<file path="src/source/demux_pkg.sv">
// Write demux control types
package demux_pkg;

  // ----------------------------------------
  // port selection
  // ----------------------------------------
  // upper bound on manager ports
  parameter int unsigned MaxPorts = 4;

  // manager port index, sized for the largest build
  typedef logic [$clog2(MaxPorts)-1:0] select_t;

  // ----------------------------------------
  // aw dispatcher
  // ----------------------------------------
  // IDLE: free to issue the next AW
  // LOCKED: AW valid raised, waiting for ready
  typedef enum logic {
    IDLE,
    LOCKED
  } dispatch_state_e;

endpackage

</file>
<file path="src/source/axi_write_pkg.sv">
// AXI write channel types
package axi_write_pkg;

  // ----------------------------------------
  // bus widths
  // ----------------------------------------
  parameter int unsigned IdWidth   = 4;
  parameter int unsigned AddrWidth = 32;
  parameter int unsigned DataWidth = 32;
  // one strobe bit per data byte
  parameter int unsigned StrbWidth = DataWidth / 8;

  typedef logic [IdWidth-1:0] id_t;

  // ----------------------------------------
  // channel payloads
  // ----------------------------------------
  // aw: address plus burst shape
  typedef struct packed {
    id_t                  id;
    logic [AddrWidth-1:0] addr;
    logic [7:0]           len;
    logic [2:0]           size;
    logic [1:0]           burst;
  } aw_chan_t;

  // w: one data beat
  typedef struct packed {
    logic [DataWidth-1:0] data;
    logic [StrbWidth-1:0] strb;
    logic                 last;
  } w_chan_t;

  // b: write response
  typedef struct packed {
    id_t        id;
    logic [1:0] resp;
  } b_chan_t;

endpackage
</file>
<file path="src/source/id_lookup_if.sv">
// ID look-up port
`timescale 1ns/1ps

interface id_lookup_if import demux_pkg::*; #(
  parameter int unsigned LookBits = 2
) ();

  // look-up of the low ID bits
  logic [LookBits-1:0] lookup_id;
  select_t             lookup_select;
  logic                occupied;

  // push of a dispatched AW
  logic                push;
  logic [LookBits-1:0] push_id;
  select_t             push_select;

  // some counter at its limit
  logic                full;

  modport dispatch (
    output lookup_id, push, push_id, push_select,
    input  lookup_select, occupied, full
  );

  modport lookup_table (
    input  lookup_id, push, push_id, push_select,
    output lookup_select, occupied, full
  );

endinterface

</file>
<file path="src/source/write_demux.sv">
// AXI write demux top
`timescale 1ns/1ps

module write_demux import axi_write_pkg::*, demux_pkg::*; #(
  parameter int unsigned NumPorts = 3,
  parameter int unsigned MaxTrans = 8,
  parameter int unsigned LookBits = 2
) (
  input  logic                      clk_i,
  input  logic                      rst_n_i,
  // subordinate side
  input  aw_chan_t                  s_aw_chan_i,
  input  select_t                   s_aw_select_i,
  input  logic                      s_aw_valid_i,
  output logic                      s_aw_ready_o,
  input  w_chan_t                   s_w_chan_i,
  input  logic                      s_w_valid_i,
  output logic                      s_w_ready_o,
  output b_chan_t                   s_b_chan_o,
  output logic                      s_b_valid_o,
  input  logic                      s_b_ready_i,
  // manager side
  output aw_chan_t [NumPorts-1:0]   m_aw_chan_o,
  output logic     [NumPorts-1:0]   m_aw_valid_o,
  input  logic     [NumPorts-1:0]   m_aw_ready_i,
  output w_chan_t  [NumPorts-1:0]   m_w_chan_o,
  output logic     [NumPorts-1:0]   m_w_valid_o,
  input  logic     [NumPorts-1:0]   m_w_ready_i,
  input  b_chan_t  [NumPorts-1:0]   m_b_chan_i,
  input  logic     [NumPorts-1:0]   m_b_valid_i,
  output logic     [NumPorts-1:0]   m_b_ready_o
);

  aw_chan_t aw_chan;
  // dispatcher to w path
  logic     route_push, route_full;
  select_t  route_select;
  // b merge to id table
  logic     b_pop;
  id_t      b_pop_id;

  id_lookup_if #(.LookBits(LookBits)) lookup_bus ();

  // same aw payload on every port, valid picks one
  assign m_aw_chan_o = {NumPorts{aw_chan}};

  aw_dispatch #(
    .NumPorts (NumPorts),
    .LookBits (LookBits)
  ) i_aw_dispatch (
    .clk_i          (clk_i),
    .rst_n_i        (rst_n_i),
    .s_aw_chan_i    (s_aw_chan_i),
    .s_aw_select_i  (s_aw_select_i),
    .s_aw_valid_i   (s_aw_valid_i),
    .s_aw_ready_o   (s_aw_ready_o),
    .m_aw_chan_o    (aw_chan),
    .m_aw_valid_o   (m_aw_valid_o),
    .m_aw_ready_i   (m_aw_ready_i),
    .lookup         (lookup_bus.dispatch),
    .route_push_o   (route_push),
    .route_select_o (route_select),
    .route_full_i   (route_full)
  );

  id_table #(
    .LookBits (LookBits),
    .MaxTrans (MaxTrans)
  ) i_id_table (
    .clk_i    (clk_i),
    .rst_n_i  (rst_n_i),
    .lookup   (lookup_bus.lookup_table),
    .pop_i    (b_pop),
    .pop_id_i (b_pop_id)
  );

  w_steer #(
    .NumPorts (NumPorts),
    .MaxTrans (MaxTrans)
  ) i_w_steer (
    .clk_i          (clk_i),
    .rst_n_i        (rst_n_i),
    .route_push_i   (route_push),
    .route_select_i (route_select),
    .route_full_o   (route_full),
    .s_w_chan_i     (s_w_chan_i),
    .s_w_valid_i    (s_w_valid_i),
    .s_w_ready_o    (s_w_ready_o),
    .m_w_chan_o     (m_w_chan_o),
    .m_w_valid_o    (m_w_valid_o),
    .m_w_ready_i    (m_w_ready_i)
  );

  b_arbiter #(
    .NumPorts (NumPorts)
  ) i_b_arbiter (
    .clk_i       (clk_i),
    .rst_n_i     (rst_n_i),
    .m_b_chan_i  (m_b_chan_i),
    .m_b_valid_i (m_b_valid_i),
    .m_b_ready_o (m_b_ready_o),
    .s_b_chan_o  (s_b_chan_o),
    .s_b_valid_o (s_b_valid_o),
    .s_b_ready_i (s_b_ready_i),
    .pop_o       (b_pop),
    .pop_id_o    (b_pop_id)
  );

endmodule

</file>
<file path="src/source/b_arbiter.sv">
// B response merge
`timescale 1ns/1ps

module b_arbiter import axi_write_pkg::*, demux_pkg::*; #(
  parameter int unsigned NumPorts = 3
) (
  input  logic                     clk_i,
  input  logic                     rst_n_i,
  // manager b
  input  b_chan_t [NumPorts-1:0]   m_b_chan_i,
  input  logic    [NumPorts-1:0]   m_b_valid_i,
  output logic    [NumPorts-1:0]   m_b_ready_o,
  // subordinate b
  output b_chan_t                  s_b_chan_o,
  output logic                     s_b_valid_o,
  input  logic                     s_b_ready_i,
  // id table pop
  output logic                     pop_o,
  output id_t                      pop_id_o
);

  logic    locked_q, rr_found;
  select_t last_q, lock_idx_q, rr_pick, grant_idx;

  // ----------------------------------------
  // round robin pick
  // ----------------------------------------
  // scan starts one past the last winner
  always_comb begin
    int unsigned cand;
    rr_found = 1'b0;
    rr_pick  = last_q;
    for (int unsigned k = 1; k <= NumPorts; k++) begin
      cand = (last_q + k) % NumPorts;
      if (!rr_found && m_b_valid_i[cand]) begin
        rr_found = 1'b1;
        rr_pick  = select_t'(cand);
      end
    end
  end

  // stalled choice stays until taken
  assign grant_idx   = locked_q ? lock_idx_q : rr_pick;
  assign s_b_valid_o = locked_q ? m_b_valid_i[lock_idx_q] : rr_found;
  assign s_b_chan_o  = m_b_chan_i[grant_idx];
  assign pop_o       = s_b_valid_o && s_b_ready_i;
  assign pop_id_o    = s_b_chan_o.id;
  assign m_b_ready_o = pop_o ? (NumPorts'(1) << grant_idx) : '0;

  // ----------------------------------------
  // lock and pointer
  // ----------------------------------------
  always_ff @(posedge clk_i) begin
    if (!rst_n_i) begin
      locked_q <= 1'b0;
      // port 0 first
      last_q   <= select_t'(NumPorts - 1);
    end else begin
      locked_q <= s_b_valid_o && !s_b_ready_i;
      if (pop_o) begin
        last_q <= grant_idx;
      end
    end
  end

  always_ff @(posedge clk_i) begin
    if (s_b_valid_o) begin
      lock_idx_q <= grant_idx;
    end
  end

endmodule

</file>
<file path="src/source/w_steer.sv">
// W route FIFO and beat steering
`timescale 1ns/1ps

module w_steer import axi_write_pkg::*, demux_pkg::*; #(
  parameter int unsigned NumPorts = 3,
  parameter int unsigned MaxTrans = 8
) (
  input  logic                     clk_i,
  input  logic                     rst_n_i,
  // route from the aw dispatcher
  input  logic                     route_push_i,
  input  select_t                  route_select_i,
  output logic                     route_full_o,
  // subordinate w
  input  w_chan_t                  s_w_chan_i,
  input  logic                     s_w_valid_i,
  output logic                     s_w_ready_o,
  // manager w
  output w_chan_t [NumPorts-1:0]   m_w_chan_o,
  output logic    [NumPorts-1:0]   m_w_valid_o,
  input  logic    [NumPorts-1:0]   m_w_ready_i
);

  localparam int unsigned PtrWidth = (MaxTrans > 1) ? $clog2(MaxTrans) : 1;
  localparam int unsigned CntWidth = $clog2(MaxTrans + 1);

  select_t             mem_q [MaxTrans];
  logic [PtrWidth-1:0] wr_ptr_q, rd_ptr_q;
  logic [CntWidth-1:0] count_q;
  logic                empty, pop;
  select_t             head;

  // pointer step with wrap for any depth
  function automatic logic [PtrWidth-1:0] next_ptr(input logic [PtrWidth-1:0] ptr);
    logic [PtrWidth-1:0] nxt;
    nxt = (ptr == PtrWidth'(MaxTrans - 1)) ? '0 : ptr + 1'b1;
    return nxt;
  endfunction

  // ----------------------------------------
  // route fifo
  // ----------------------------------------
  assign empty        = count_q == '0;
  assign route_full_o = count_q == CntWidth'(MaxTrans);
  assign head         = mem_q[rd_ptr_q];

  always_ff @(posedge clk_i) begin
    if (!rst_n_i) begin
      wr_ptr_q <= '0;
      rd_ptr_q <= '0;
      count_q  <= '0;
    end else begin
      if (route_push_i) begin
        wr_ptr_q <= next_ptr(wr_ptr_q);
      end
      if (pop) begin
        rd_ptr_q <= next_ptr(rd_ptr_q);
      end
      unique case ({route_push_i, pop})
        2'b10:   count_q <= count_q + 1'b1;
        2'b01:   count_q <= count_q - 1'b1;
        default: count_q <= count_q;
      endcase
    end
  end

  always_ff @(posedge clk_i) begin
    if (route_push_i) begin
      mem_q[wr_ptr_q] <= route_select_i;
    end
  end

  // ----------------------------------------
  // beat steering
  // ----------------------------------------
  assign m_w_chan_o = {NumPorts{s_w_chan_i}};

  always_comb begin
    m_w_valid_o = '0;
    s_w_ready_o = 1'b0;
    pop         = 1'b0;
    // no route yet, beats wait at the subordinate port
    if (!empty) begin
      m_w_valid_o[head] = s_w_valid_i;
      s_w_ready_o       = m_w_ready_i[head];
      // burst done, next route
      pop = s_w_valid_i && m_w_ready_i[head] && s_w_chan_i.last;
    end
  end

  // dispatcher stalls before the fifo overflows
  a_no_overflow: assert property (@(posedge clk_i) disable iff (!rst_n_i)
    route_push_i |-> !route_full_o);

endmodule

</file>
<file path="src/source/id_table.sv">
// In-flight ID table
`timescale 1ns/1ps

module id_table import axi_write_pkg::*, demux_pkg::*; #(
  parameter int unsigned LookBits = 2,
  parameter int unsigned MaxTrans = 8
) (
  input  logic              clk_i,
  input  logic              rst_n_i,
  // look-up and push from the aw side
  id_lookup_if.lookup_table lookup,
  // pop on a subordinate b transfer
  input  logic              pop_i,
  input  id_t               pop_id_i
);

  // one counter per value of the low id bits
  localparam int unsigned NumCounters = 2 ** LookBits;
  // must reach MaxTrans itself
  localparam int unsigned CntWidth    = $clog2(MaxTrans + 1);

  logic [NumCounters-1:0]    push_en, pop_en, busy, at_top;
  select_t [NumCounters-1:0] sel_vec;

  // ----------------------------------------
  // look-up, purely combinational
  // ----------------------------------------
  assign lookup.lookup_select = sel_vec[lookup.lookup_id];
  assign lookup.occupied      = busy[lookup.lookup_id];
  assign lookup.full          = |at_top;

  // ----------------------------------------
  // counters
  // ----------------------------------------
  for (genvar i = 0; i < NumCounters; i++) begin : gen_cnt
    logic [CntWidth-1:0] cnt_q;
    select_t             sel_q;

    assign push_en[i] = lookup.push && (lookup.push_id == LookBits'(i));
    assign pop_en[i]  = pop_i && (pop_id_i[LookBits-1:0] == LookBits'(i));
    assign busy[i]    = cnt_q != '0;
    assign at_top[i]  = cnt_q == CntWidth'(MaxTrans);
    assign sel_vec[i] = sel_q;

    always_ff @(posedge clk_i) begin
      if (!rst_n_i) begin
        cnt_q <= '0;
      end else begin
        // push with pop on the same id leaves the count alone
        unique case ({push_en[i], pop_en[i]})
          2'b10:   cnt_q <= cnt_q + 1'b1;
          2'b01:   cnt_q <= cnt_q - 1'b1;
          default: cnt_q <= cnt_q;
        endcase
      end
    end

    // port last used by this id
    always_ff @(posedge clk_i) begin
      if (push_en[i]) begin
        sel_q <= lookup.push_select;
      end
    end

    // every b must belong to a dispatched aw
    a_no_underflow: assert property (@(posedge clk_i) disable iff (!rst_n_i)
      pop_en[i] |-> busy[i]);
  end

endmodule

</file>
<file path="src/source/aw_dispatch.sv">
// AW dispatcher
`timescale 1ns/1ps

module aw_dispatch import axi_write_pkg::*, demux_pkg::*; #(
  parameter int unsigned NumPorts = 3,
  parameter int unsigned LookBits = 2
) (
  input  logic                clk_i,
  input  logic                rst_n_i,
  // subordinate aw
  input  aw_chan_t            s_aw_chan_i,
  input  select_t             s_aw_select_i,
  input  logic                s_aw_valid_i,
  output logic                s_aw_ready_o,
  // manager aw, payload shared by all ports
  output aw_chan_t            m_aw_chan_o,
  output logic [NumPorts-1:0] m_aw_valid_o,
  input  logic [NumPorts-1:0] m_aw_ready_i,
  // id table
  id_lookup_if.dispatch       lookup,
  // route fifo in the w path
  output logic                route_push_o,
  output select_t             route_select_o,
  input  logic                route_full_i
);

  typedef struct packed {
    aw_chan_t chan;
    select_t  sel;
  } aw_sel_t;

  // spill stages, a takes input, b catches a on stall
  aw_sel_t a_data_q, b_data_q, in_data, sp_data;
  logic    a_full_q, b_full_q;
  logic    a_fill, a_drain, b_fill, b_drain;
  logic    sp_valid, sp_ready;

  dispatch_state_e state_q, state_d;
  logic            id_ok, issue, push, aw_valid, aw_ready;

  // ----------------------------------------
  // spill register
  // ----------------------------------------
  assign in_data.chan = s_aw_chan_i;
  assign in_data.sel  = s_aw_select_i;
  assign s_aw_ready_o = !a_full_q || !b_full_q;
  assign a_fill       = s_aw_valid_i && s_aw_ready_o;
  // a empties whenever b is free
  assign a_drain      = a_full_q && !b_full_q;
  assign b_fill       = a_drain && !sp_ready;
  assign b_drain      = b_full_q && sp_ready;
  assign sp_valid     = a_full_q || b_full_q;
  // b is always older than a
  assign sp_data      = b_full_q ? b_data_q : a_data_q;

  always_ff @(posedge clk_i) begin
    if (!rst_n_i) begin
      a_full_q <= 1'b0;
      b_full_q <= 1'b0;
    end else begin
      if (a_fill) begin
        a_full_q <= 1'b1;
      end else if (a_drain) begin
        a_full_q <= 1'b0;
      end
      if (b_fill) begin
        b_full_q <= 1'b1;
      end else if (b_drain) begin
        b_full_q <= 1'b0;
      end
    end
  end

  always_ff @(posedge clk_i) begin
    if (a_fill) begin
      a_data_q <= in_data;
    end
    if (b_fill) begin
      b_data_q <= a_data_q;
    end
  end

  // ----------------------------------------
  // ordering check and handshake
  // ----------------------------------------
  assign lookup.lookup_id   = sp_data.chan.id[LookBits-1:0];
  assign lookup.push_id     = sp_data.chan.id[LookBits-1:0];
  assign lookup.push_select = sp_data.sel;
  assign lookup.push        = push;
  // same id may only stay on the port it already uses
  assign id_ok    = !lookup.occupied || (lookup.lookup_select == sp_data.sel);
  assign issue    = sp_valid && id_ok && !lookup.full && !route_full_i;
  assign aw_ready = m_aw_ready_i[sp_data.sel];

  always_comb begin
    state_d  = state_q;
    aw_valid = 1'b0;
    sp_ready = 1'b0;
    push     = 1'b0;
    unique case (state_q)
      IDLE: begin
        if (issue) begin
          aw_valid = 1'b1;
          // route and id go in on the first valid cycle only
          push     = 1'b1;
          if (aw_ready) begin
            sp_ready = 1'b1;
          end else begin
            state_d = LOCKED;
          end
        end
      end
      LOCKED: begin
        // valid held whatever the table says now
        aw_valid = 1'b1;
        if (aw_ready) begin
          sp_ready = 1'b1;
          state_d  = IDLE;
        end
      end
      default: begin
        state_d = IDLE;
      end
    endcase
  end

  always_ff @(posedge clk_i) begin
    if (!rst_n_i) begin
      state_q <= IDLE;
    end else begin
      state_q <= state_d;
    end
  end

  // fan-out to the selected port
  assign m_aw_chan_o    = sp_data.chan;
  assign m_aw_valid_o   = aw_valid ? (NumPorts'(1) << sp_data.sel) : '0;
  assign route_push_o   = push;
  assign route_select_o = sp_data.sel;

  // ----------------------------------------
  // checks
  // ----------------------------------------
  // only existing ports may be addressed
  a_select_range: assert property (@(posedge clk_i) disable iff (!rst_n_i)
    s_aw_valid_i |-> (s_aw_select_i < NumPorts));

  // raised valid and payload hold until the manager takes them
  a_aw_stable: assert property (@(posedge clk_i) disable iff (!rst_n_i)
    (aw_valid && !aw_ready) |=> ($stable(m_aw_valid_o) && $stable(m_aw_chan_o)));

endmodule

</file>
<file path="config.mk">
export PLATFORM = sky130hd
export DESIGN_NAME = write_demux
export DESIGN_NICKNAME = d
export VERILOG_FILES = /design/src/source/demux_pkg.sv /design/src/source/axi_write_pkg.sv /design/src/source/id_lookup_if.sv /design/src/source/write_demux.sv /design/src/source/b_arbiter.sv /design/src/source/w_steer.sv /design/src/source/id_table.sv /design/src/source/aw_dispatch.sv
export SDC_FILE = /design/constraint.sdc
export NUM_CORES = 1
export LEC_CHECK = 0
export ABC_CLOCK_PERIOD_IN_PS = 10000
export BUFFER_PORTS_ARGS = -buffer_cell sky130_fd_sc_hd__buf_2
export CELL_PAD_IN_SITES_DETAIL_PLACEMENT = 1
export CELL_PAD_IN_SITES_GLOBAL_PLACEMENT = 2
export CORE_ASPECT_RATIO = 1.75
export CORE_MARGIN = 1
export CORE_UTILIZATION = 32
export CTS_CLUSTER_DIAMETER = 120
export DETAILED_ROUTE_END_ITERATION = 7
export PLACE_DENSITY_LB_ADDON = 0.1
export SYNTH_ARGS = -nofsm -noshare
export SYNTH_HDL_FRONTEND = slang
export SYNTH_SLANG_ARGS = --single-unit
export TNS_END_PERCENT = 5
</file>
<file path="constraint.sdc">
create_clock -name clk_i -period 10 [get_ports clk_i]
set_clock_uncertainty 0.15 [all_clocks]
set_input_delay 1.5 -clock clk_i [delete_from_list [all_inputs] [get_ports clk_i]]
set_output_delay 1.5 -clock clk_i [all_outputs]
set_load 0.1 [all_outputs]
</file>
==> metrics.md, run 1 <==
| Metric | Value |
|---|---|
| Footprint of the multi-input gates | 2810 um^2 |
| Final setup violation count | 0 |
| Slew @ Worst Pin | 0.730 ns |
| Sw Pwr | 0.00146 W |
| Io pins | 396 |
| CP max stage delay | ~0.46 ns |
| Top_reg_cell synth | edfxtp_1 |
| Remaining DRCs | 0 |
| Mapped Nets | 905 |
| Vias per cell | 4.57 |
| TNS Setup | 0 ns |
| Sequential area share after synthesis | 0.500 |
| CP startpoint kind | input port |
| Leading post-synthesis cells by cell area | edfxtp_1 (42%), buf_4 (17%), dfxtp_1 (7.7%), mux2_2 (6.2%), ha_1 (3.2%) |
| Clk_lat worst skew | 0.44 ns |
| RSZ-0062 raised after global routing | no |
| Drt total wl | between 15000 and 20000 um |
| Port Buffers | 251 |
| Critical setup path kind | input port to output pin |
| Area grow syn2layout | 7.43% |
| FF-to-FF Start | i_b_arbiter.last_q[0] |
| Crit Path Max Fanout | 9 |
| Yosys cell types | 63 |
| Clock buffer depth | 2 |
| Slowest CP cell | buf_2 |
| Placed Cells incl. Taps | 1161 |
| Gate power share | 0.484 |
| Site Rows | 81 |
| Hold Vio Cnt, Final | 0 |
| Vias post-DR | 5456 |
| CTS tree | done |
| Status | finished clean |
| Post-route minimum period | around 5.6 ns |
| PwrDens | 298 nW/um^2 |
| Hold_sp | i_aw_dispatch.a_data_q[17] |
| Htree depth | 4 |
| Clock power frac | 0.217 |
| Antenna Violating Nets Remaining | 0 |
| Initial antenna violation count | 0 |
| Postcts setup bufs | 0 |
| FF+latch count, synth | approximately 160 |
| Critical path endpoint category | output pin |
| Non-Filler Instances | 1193 |
| Maximum VDD drop | 0.168 mV |
| Fill count | 3123 |
| Setup crit start | m_b_valid_i[1] |
| Post-cts hold buffer count | 0 |
| GRT Total Usage | 0.140 |
| Worst hold path type | register to register |
| Critical path's top delay family | compound AO/OA/AOI/OAI gates |
| CTS buffer count | 17 |
| Root buf cell | clkbuf_16 |
| Share of the synthesized area in the top cell type | 0.423 |
| Worst EP arrival | 3.92 ns |
| Gr ovfl total | 0 |
| Drt wl/cell | 16.5 um |
| Data required time of the critical path | 8.35 ns |
| Core area | 28000 um^2 |
| Drt first-iter violations | 161 |
| Buffers & Inverters on Critical Path | 3 |
| Pleak | a little under 4 nW |
| Die Y | approximately 220 um |
| Fmax | 180 MHz |
| Post_cts resized | 0 |
| Largest net degree at the start of global routing | 54 |
| Relative slew slack | 0.514 |
| Clk slew on worst S/H paths | 0.06 ns |
| Global-route wire length before repair | between 30000 and 40000 um |
| Cells after synthesis | 758 |
| Full die area | 29100 um^2 |
| Post-DP HPWL | about 15000 um |
| ANT cells | 0 |
| Clock Sink Count | ~160 |
| Slew Viols, Final | 0 |
| Vias in the first global route | 5862 |
| Initial Utilization | 0.325 |
| Commonest cells post-synth | buf_4 (211), edfxtp_1 (128), mux2_2 (50) |
| Syn_area_per_cell | 12.0 um^2 |
| Die width | 129 um |
| Crit path cell chain | buf_2 -> mux2i_1 -> mux2i_1 -> o311ai_1 -> a21oi_1 -> inv_2 -> a31oi_1 -> o21bai_1 -> buf_2 |
| Yosys warnings | 0 |
| Share of layout cells above drive strength 1 | 0.441 |
| Fraction of registers with async set/reset | 0 |
| Reg area | 4550 um^2 |
| First drt pass iteration count | 4 |
| Period utilization | 0.557 |
| Post-synth design cell area | 9090 um^2 |
| Reg power frac | 0.298 |
| Global placement routability congestion | between 0.7 and 0.8 |
| Cell taking the most area after synthesis | edfxtp_1 |
| Cell internal pwr | 0.00145 W |
| Switching Share | 0.503 |
| Max-cap viol count | 0 |
| Number of enable flip-flop cells after synthesis | between 100 and 150 |
| Final Net Count | ~950 |
| Most frequent cell after synthesis | buf_4 |
-- power groups by stage --
stage	combinational [W]	clock, W	sequential (W)
global route	0.00149	0.000682	0.000877
detailed placement	0.00142	0	0.000883
global placement	0.00141	0	0.000878
CTS	0.00143	0.000656	0.000869
finish	0.00141	0.000632	0.000867
floorplan	0.00147	0	0.000861
-- cells by family after synthesis --
logic type	synth area share
multiplexers	0.106
flip-flops	0.500
AND/OR/NAND/NOR	0.0827
AO/OA/AOI/OAI	0.0625
buffers and inverters	0.191
XOR/XNOR	0.0173
adder cells (fa/ha/maj)	0.0405
-- cell usage in the layout (no fill, tap or decap), drive strengths merged, types with 8 or more instances in the layout --
cell,n
mux2,52
nand2,36
nor2,21
o21ai,22
mux2i,22
nand3,9
xnor2,11
or3,8
ha,23
a21boi,8
clkbuf,19
a21oi,11
buf,254
and2,18
inv,32
nor3,14
dfxtp,35
edfxtp,128
-- worst register-to-register path, stage by stage, from the launching register on --
cell,delay (ns)
dfxtp_1,0.35
inv_1,0.11
ha_1,0.31
mux2i_1,0.36
mux2i_1,0.23
or3_1,0.41
o221ai_1,0.52
o21ai_0,0.26
a211oi_1,0.36
ha_1,0.26
ha_1,0.25
a21o_1,0.18
a21oi_1,0.16
xnor2_1,0.09
or3_1,0.30
a21boi_0,0.16
-- per-stage QoR --
stage | hold WS, ns | worst slack (ns) | util | cell area [um^2] | power [W]
floorplan | 0.272 | 3.75 | - | 9090 | 0.00233
global route | 0.305 | 4.18 | 0.349 | 9770 | 0.00304
detailed placement | 0.282 | 4.44 | 0.329 | 9210 | 0.00231
global placement | 0.275 | 4.52 | 0.329 | 9210 | 0.00229
finish | 0.294 | 4.43 | 0.349 | 9770 | 0.00291
CTS | 0.293 | 4.43 | 0.349 | 9770 | 0.00295
-- layer usage --
| layer | part of all wire | vias up | routed length, um | track usage |
|---|---|---|---|---|
| met5 | 0 | - | 0 | 0 |
| met1 | 0.37 | 2647 | 7310 | 0.143 |
| li1 | - | 2564 | - | - |
| met3 | 0.075 | 41 | 1490 | 0.0503 |
| met4 | 0.020 | 0 | 386 | 0.0645 |
| met2 | 0.53 | 204 | 10500 | 0.249 |
-- sequential cells by signal, indices dropped and copies added, names as in the netlist, 2 cells and up, named ones only --
signal / count
i_b_arbiter.lock_idx_q: 2
i_aw_dispatch.a_data_q: 51
i_w_steer.wr_ptr_q: 3
i_b_arbiter.last_q: 2
i_w_steer.count_q: 4
i_w_steer.rd_ptr_q: 3
i_w_steer.mem_q: 16
i_id_table.gen_cnt.cnt_q: 16
i_aw_dispatch.b_data_q: 51
i_id_table.gen_cnt.sel_q: 8
-- cell type report --
class                      instances  area share
clock buffer                      19      0.0443
clock inverter                    13      0.0131
inverter                          27      0.0106
multi-input combinational        344       0.288
sequential                       163       0.465
tap                              373      0.0478
timing repair buffer             254       0.131
-- worst paths after layout --
path | to | slack (ns) | cells past startpoint
worst min-delay path | i_aw_dispatch.b_data_q[17] | 0.29 | 0
worst max-delay path | s_b_chan_o[2] | 4.43 | 9
worst max register to register | i_id_table.gen_cnt[2].cnt_q[3] | 5.48 | 15
worst min register to register | i_aw_dispatch.b_data_q[17] | 0.29 | 0
No activity file was read; power rests on OpenSTA's default activity.
==> run 2, diff against run 1 <==
--- a/config.mk
+++ b/config.mk
@@ -5,13 +5,13 @@
 export SDC_FILE = /design/constraint.sdc
 export NUM_CORES = 1
 export LEC_CHECK = 0
-export ABC_CLOCK_PERIOD_IN_PS = 10000
+export ABC_CLOCK_PERIOD_IN_PS = 5400
 export BUFFER_PORTS_ARGS = -buffer_cell sky130_fd_sc_hd__buf_2
 export CELL_PAD_IN_SITES_DETAIL_PLACEMENT = 1
 export CELL_PAD_IN_SITES_GLOBAL_PLACEMENT = 2
 export CORE_ASPECT_RATIO = 1.75
 export CORE_MARGIN = 1
-export CORE_UTILIZATION = 32
+export CORE_UTILIZATION = 29
 export CTS_CLUSTER_DIAMETER = 120
 export DETAILED_ROUTE_END_ITERATION = 7
 export PLACE_DENSITY_LB_ADDON = 0.1
==> constraint.sdc (replaced) <==
create_clock -name clk_i -period 5.4 [get_ports clk_i]
set_clock_uncertainty 0.15 [all_clocks]
set_input_delay 0.81 -clock clk_i [delete_from_list [all_inputs] [get_ports clk_i]]
set_output_delay 0.81 -clock clk_i [all_outputs]
set_load 0.1 [all_outputs]
==> run 2 against run 1 <==
Against the previous run:
- final cell count grew 1.7%
- cell area grew 0.86%
- sequential share of layout area shrank 0.40 points
- utilization shrank 3.0 points
- routed wire length grew 6.9%
==> metrics.md, run 2 (synthesized netlist as in run 1, its figures left out) <==
| Metric | Value |
|---|---|
| Status | finished clean |
| Die Y | 236 um (+5.0%) |
| FF-to-FF Start | i_b_arbiter.last_q[0] |
| Htree depth | 4 (unchanged) |
| Fill count | 3403 (+9.0%) |
| Slew Viols, Final | 0 (unchanged) |
| Drt first-iter violations | 130 (-19%) |
| Max-cap viol count | 0 (unchanged) |
| GRT Total Usage | 0.136 (-0.00398) |
| Final setup violation count | 0 (unchanged) |
| Drt wl/cell | 17.4 um (+5.2%) |
| Clk slew on worst S/H paths | 0.07 ns (about the same) |
| TNS Setup | 0 ns (unchanged) |
| Final Net Count | 956 (+0.21%) |
| RSZ-0062 raised after global routing | no |
| Maximum VDD drop | 0.353 mV (+110%) |
| Share of layout cells above drive strength 1 | 0.445 (+0.00379) |
| Drt total wl | 21100 um (+6.9%) |
| R2R depth | 15 (unchanged) |
| Remaining DRCs | 0 (unchanged) |
| Worst EP arrival | 3.81 ns (-0.11 ns) |
| Fmax | 210 MHz |
| Io pins | 396 (unchanged) |
| Global-route wire length before repair | 32600 um (+6.1%) |
| End of the critical path | s_b_chan_o[2] |
| Relative slew slack | 0.555 (+0.0419) |
| Gate power share | 0.481 (-0.003) |
| Period utilization | 0.884 |
| Crit path cell chain | inv_1 -> ha_1 -> mux2i_1 -> o311ai_1 -> a21oi_1 -> inv_2 -> a31oi_1 -> o21bai_1 -> buf_2 |
| Critical path endpoint category | output pin |
| Switching Share | 0.513 (+0.0107) |
| Slack of the worst reg-to-reg path | 0.86 ns (-4.62 ns) |
| Clock Sink Count | 163 (unchanged) |
| Initial antenna violation count | 0 (unchanged) |
| Clock power frac | 0.225 (+0.008) |
| Critical setup path kind | register to output pin |
| ANT cells | 0 (unchanged) |
| Core area | 30800 um^2 (+10%) |
| Area grow syn2layout | 8.35% |
| CTS buffer count | 17 (unchanged) |
| Post-DP HPWL | 16300 um (+9.5%) |
| Worst hold path type | register to register |
| Pleak | 3.92 nW (+0.91%) |
| First drt pass iteration count | 6 (+2) |
| Commonest non-fill, non-tap cell in the layout | buf_2 |
| CP startpoint kind | register |
| Most frequent cells in the layout | buf_2 (251), edfxtp_1 (128), mux2_2 (50) |
| Full die area | 32100 um^2 (+10%) |
| Data required time of the critical path | 4.44 ns (-3.91 ns) |
| Vias in the first global route | 5953 (+1.6%) |
| Hold Vio Cnt, Final | 0 (unchanged) |
| Setup crit start | i_b_arbiter.last_q[0] |
| Post-route minimum period | roughly 4.8 ns |
| Gr ovfl total | 0 (unchanged) |
| Antenna Violating Nets Remaining | 0 (unchanged) |
| Slowest CP cell | ha_1 |
| Postcts setup bufs | 0 (unchanged) |
| PwrDens | 556 nW/um^2 (+87%) |
| Top flop regs | i_aw_dispatch.a_data_q x51, i_aw_dispatch.b_data_q x51 |
| Reg power frac | 0.294 (-0.004) |
| Slew @ Worst Pin | 0.667 ns (-0.0629 ns) |
| Cell internal pwr | 0.00267 W (+84%) |
| Initial Utilization | 0.295 (-0.0303) |
| Design Power | 0.00548 W (+89%) |
| Crit Path Max Fanout | 12 (+3) |
| CP max stage delay | 0.51 ns (+0.05 ns) |
| Sw Pwr | 0.00281 W (+93%) |
| CTS tree | done |
| Clk_lat worst skew | 0.45 ns (about the same) |
| Vias post-DR | 5502 (+0.84%) |
| Port Buffers | 251 (unchanged) |
| Post_cts resized | 0 (unchanged) |
| Die width | 136 um (+5.0%) |
| Site Rows | 85 (+4.9%) |
| Global placement routability congestion | 0.807 (+1.6%) |
| Clock buffer depth | 2 (unchanged) |
| Vias per cell | 4.54 (-0.82%) |
| Root buf cell | clkbuf_16 |
| RR Endpoint | i_id_table.gen_cnt[1].cnt_q[3] |
| Largest net degree at the start of global routing | 44 (-19%) |
| Final Core Density | 0.319 (-0.0298) |
| Post-cts hold buffer count | 0 (unchanged) |
[run 2: cell count changes in the layout (fill, tap and decap cells not counted), sizes merged]
cell and delta:
buf +2, bufinv -1, clkbuf -2, clkinv +2, clkinvlp -2, inv +3
[run 2: power groups by stage]
stage	registers [W]	logic (W)	clock network, W
floorplan	0.00159	0.00271	0
global placement	0.00163	0.00263	0
detailed placement	0.00164	0.00267	0
CTS	0.00161	0.00268	0.00128
global route	0.00163	0.00278	0.00132
finish	0.00161	0.00264	0.00123
[run 2: how the worst min path moves through the flow]
stage / start / endpoint / slack, ns / cells past startpoint
floorplan: i_aw_dispatch.a_data_q[10] / i_aw_dispatch.b_data_q[10] / 0.27 / 0
global placement: i_aw_dispatch.a_data_q[9] / i_aw_dispatch.b_data_q[9] / 0.27 / 0
detailed placement: i_aw_dispatch.a_data_q[5] / i_aw_dispatch.b_data_q[5] / 0.28 / 0
CTS: i_aw_dispatch.a_data_q[46] / i_aw_dispatch.b_data_q[46] / 0.30 / 0
global route: i_aw_dispatch.a_data_q[46] / i_aw_dispatch.b_data_q[46] / 0.31 / 0
finish: i_aw_dispatch.a_data_q[46] / i_aw_dispatch.b_data_q[46] / 0.29 / 0
[run 2: worst max-delay path, delay by kind of cell, from the launching register on]
kind | cells | cell delay (ns)
mux | 1 | 0.51
compound gates | 4 | 1.20
fa+ha+maj | 1 | 0.51
flops | 1 | 0.40
buf+inv | 3 | 0.74
[run 2: metal layers]
layer,GRT usage,routed length (um),vias to the layer above
met3,0.0344,1160,37
met1,0.131,7530,2668
met5,0,0,-
li1,-,-,2575
met4,0.0684,586,0
met2,0.257,11800,222
[run 2: area by class of cell]
type	instances	area [um^2]	share of cell area
clock buffers	17	425	0.0432
clock inverters	15	181	0.0184
well taps	391	489	0.0497
multi-input cells	344	2810	0.285
repair buffers	256	1290	0.131
inverters	27	104	0.0105
flip-flops and latches	163	4550	0.461
[run 2: metrics by stage]
step | area [um^2] | worst slack, ns | std cells | hold WS, ns
global placement | 9250 | 0.803 | 1181 | 0.274
CTS | 9850 | 0.584 | 1213 | 0.297
detailed placement | 9250 | 0.675 | 1181 | 0.282
floorplan | 9090 | 0.325 | 758 | 0.272
finish | 9850 | 0.629 | 1213 | 0.294
global route | 9850 | 0.352 | 1213 | 0.307
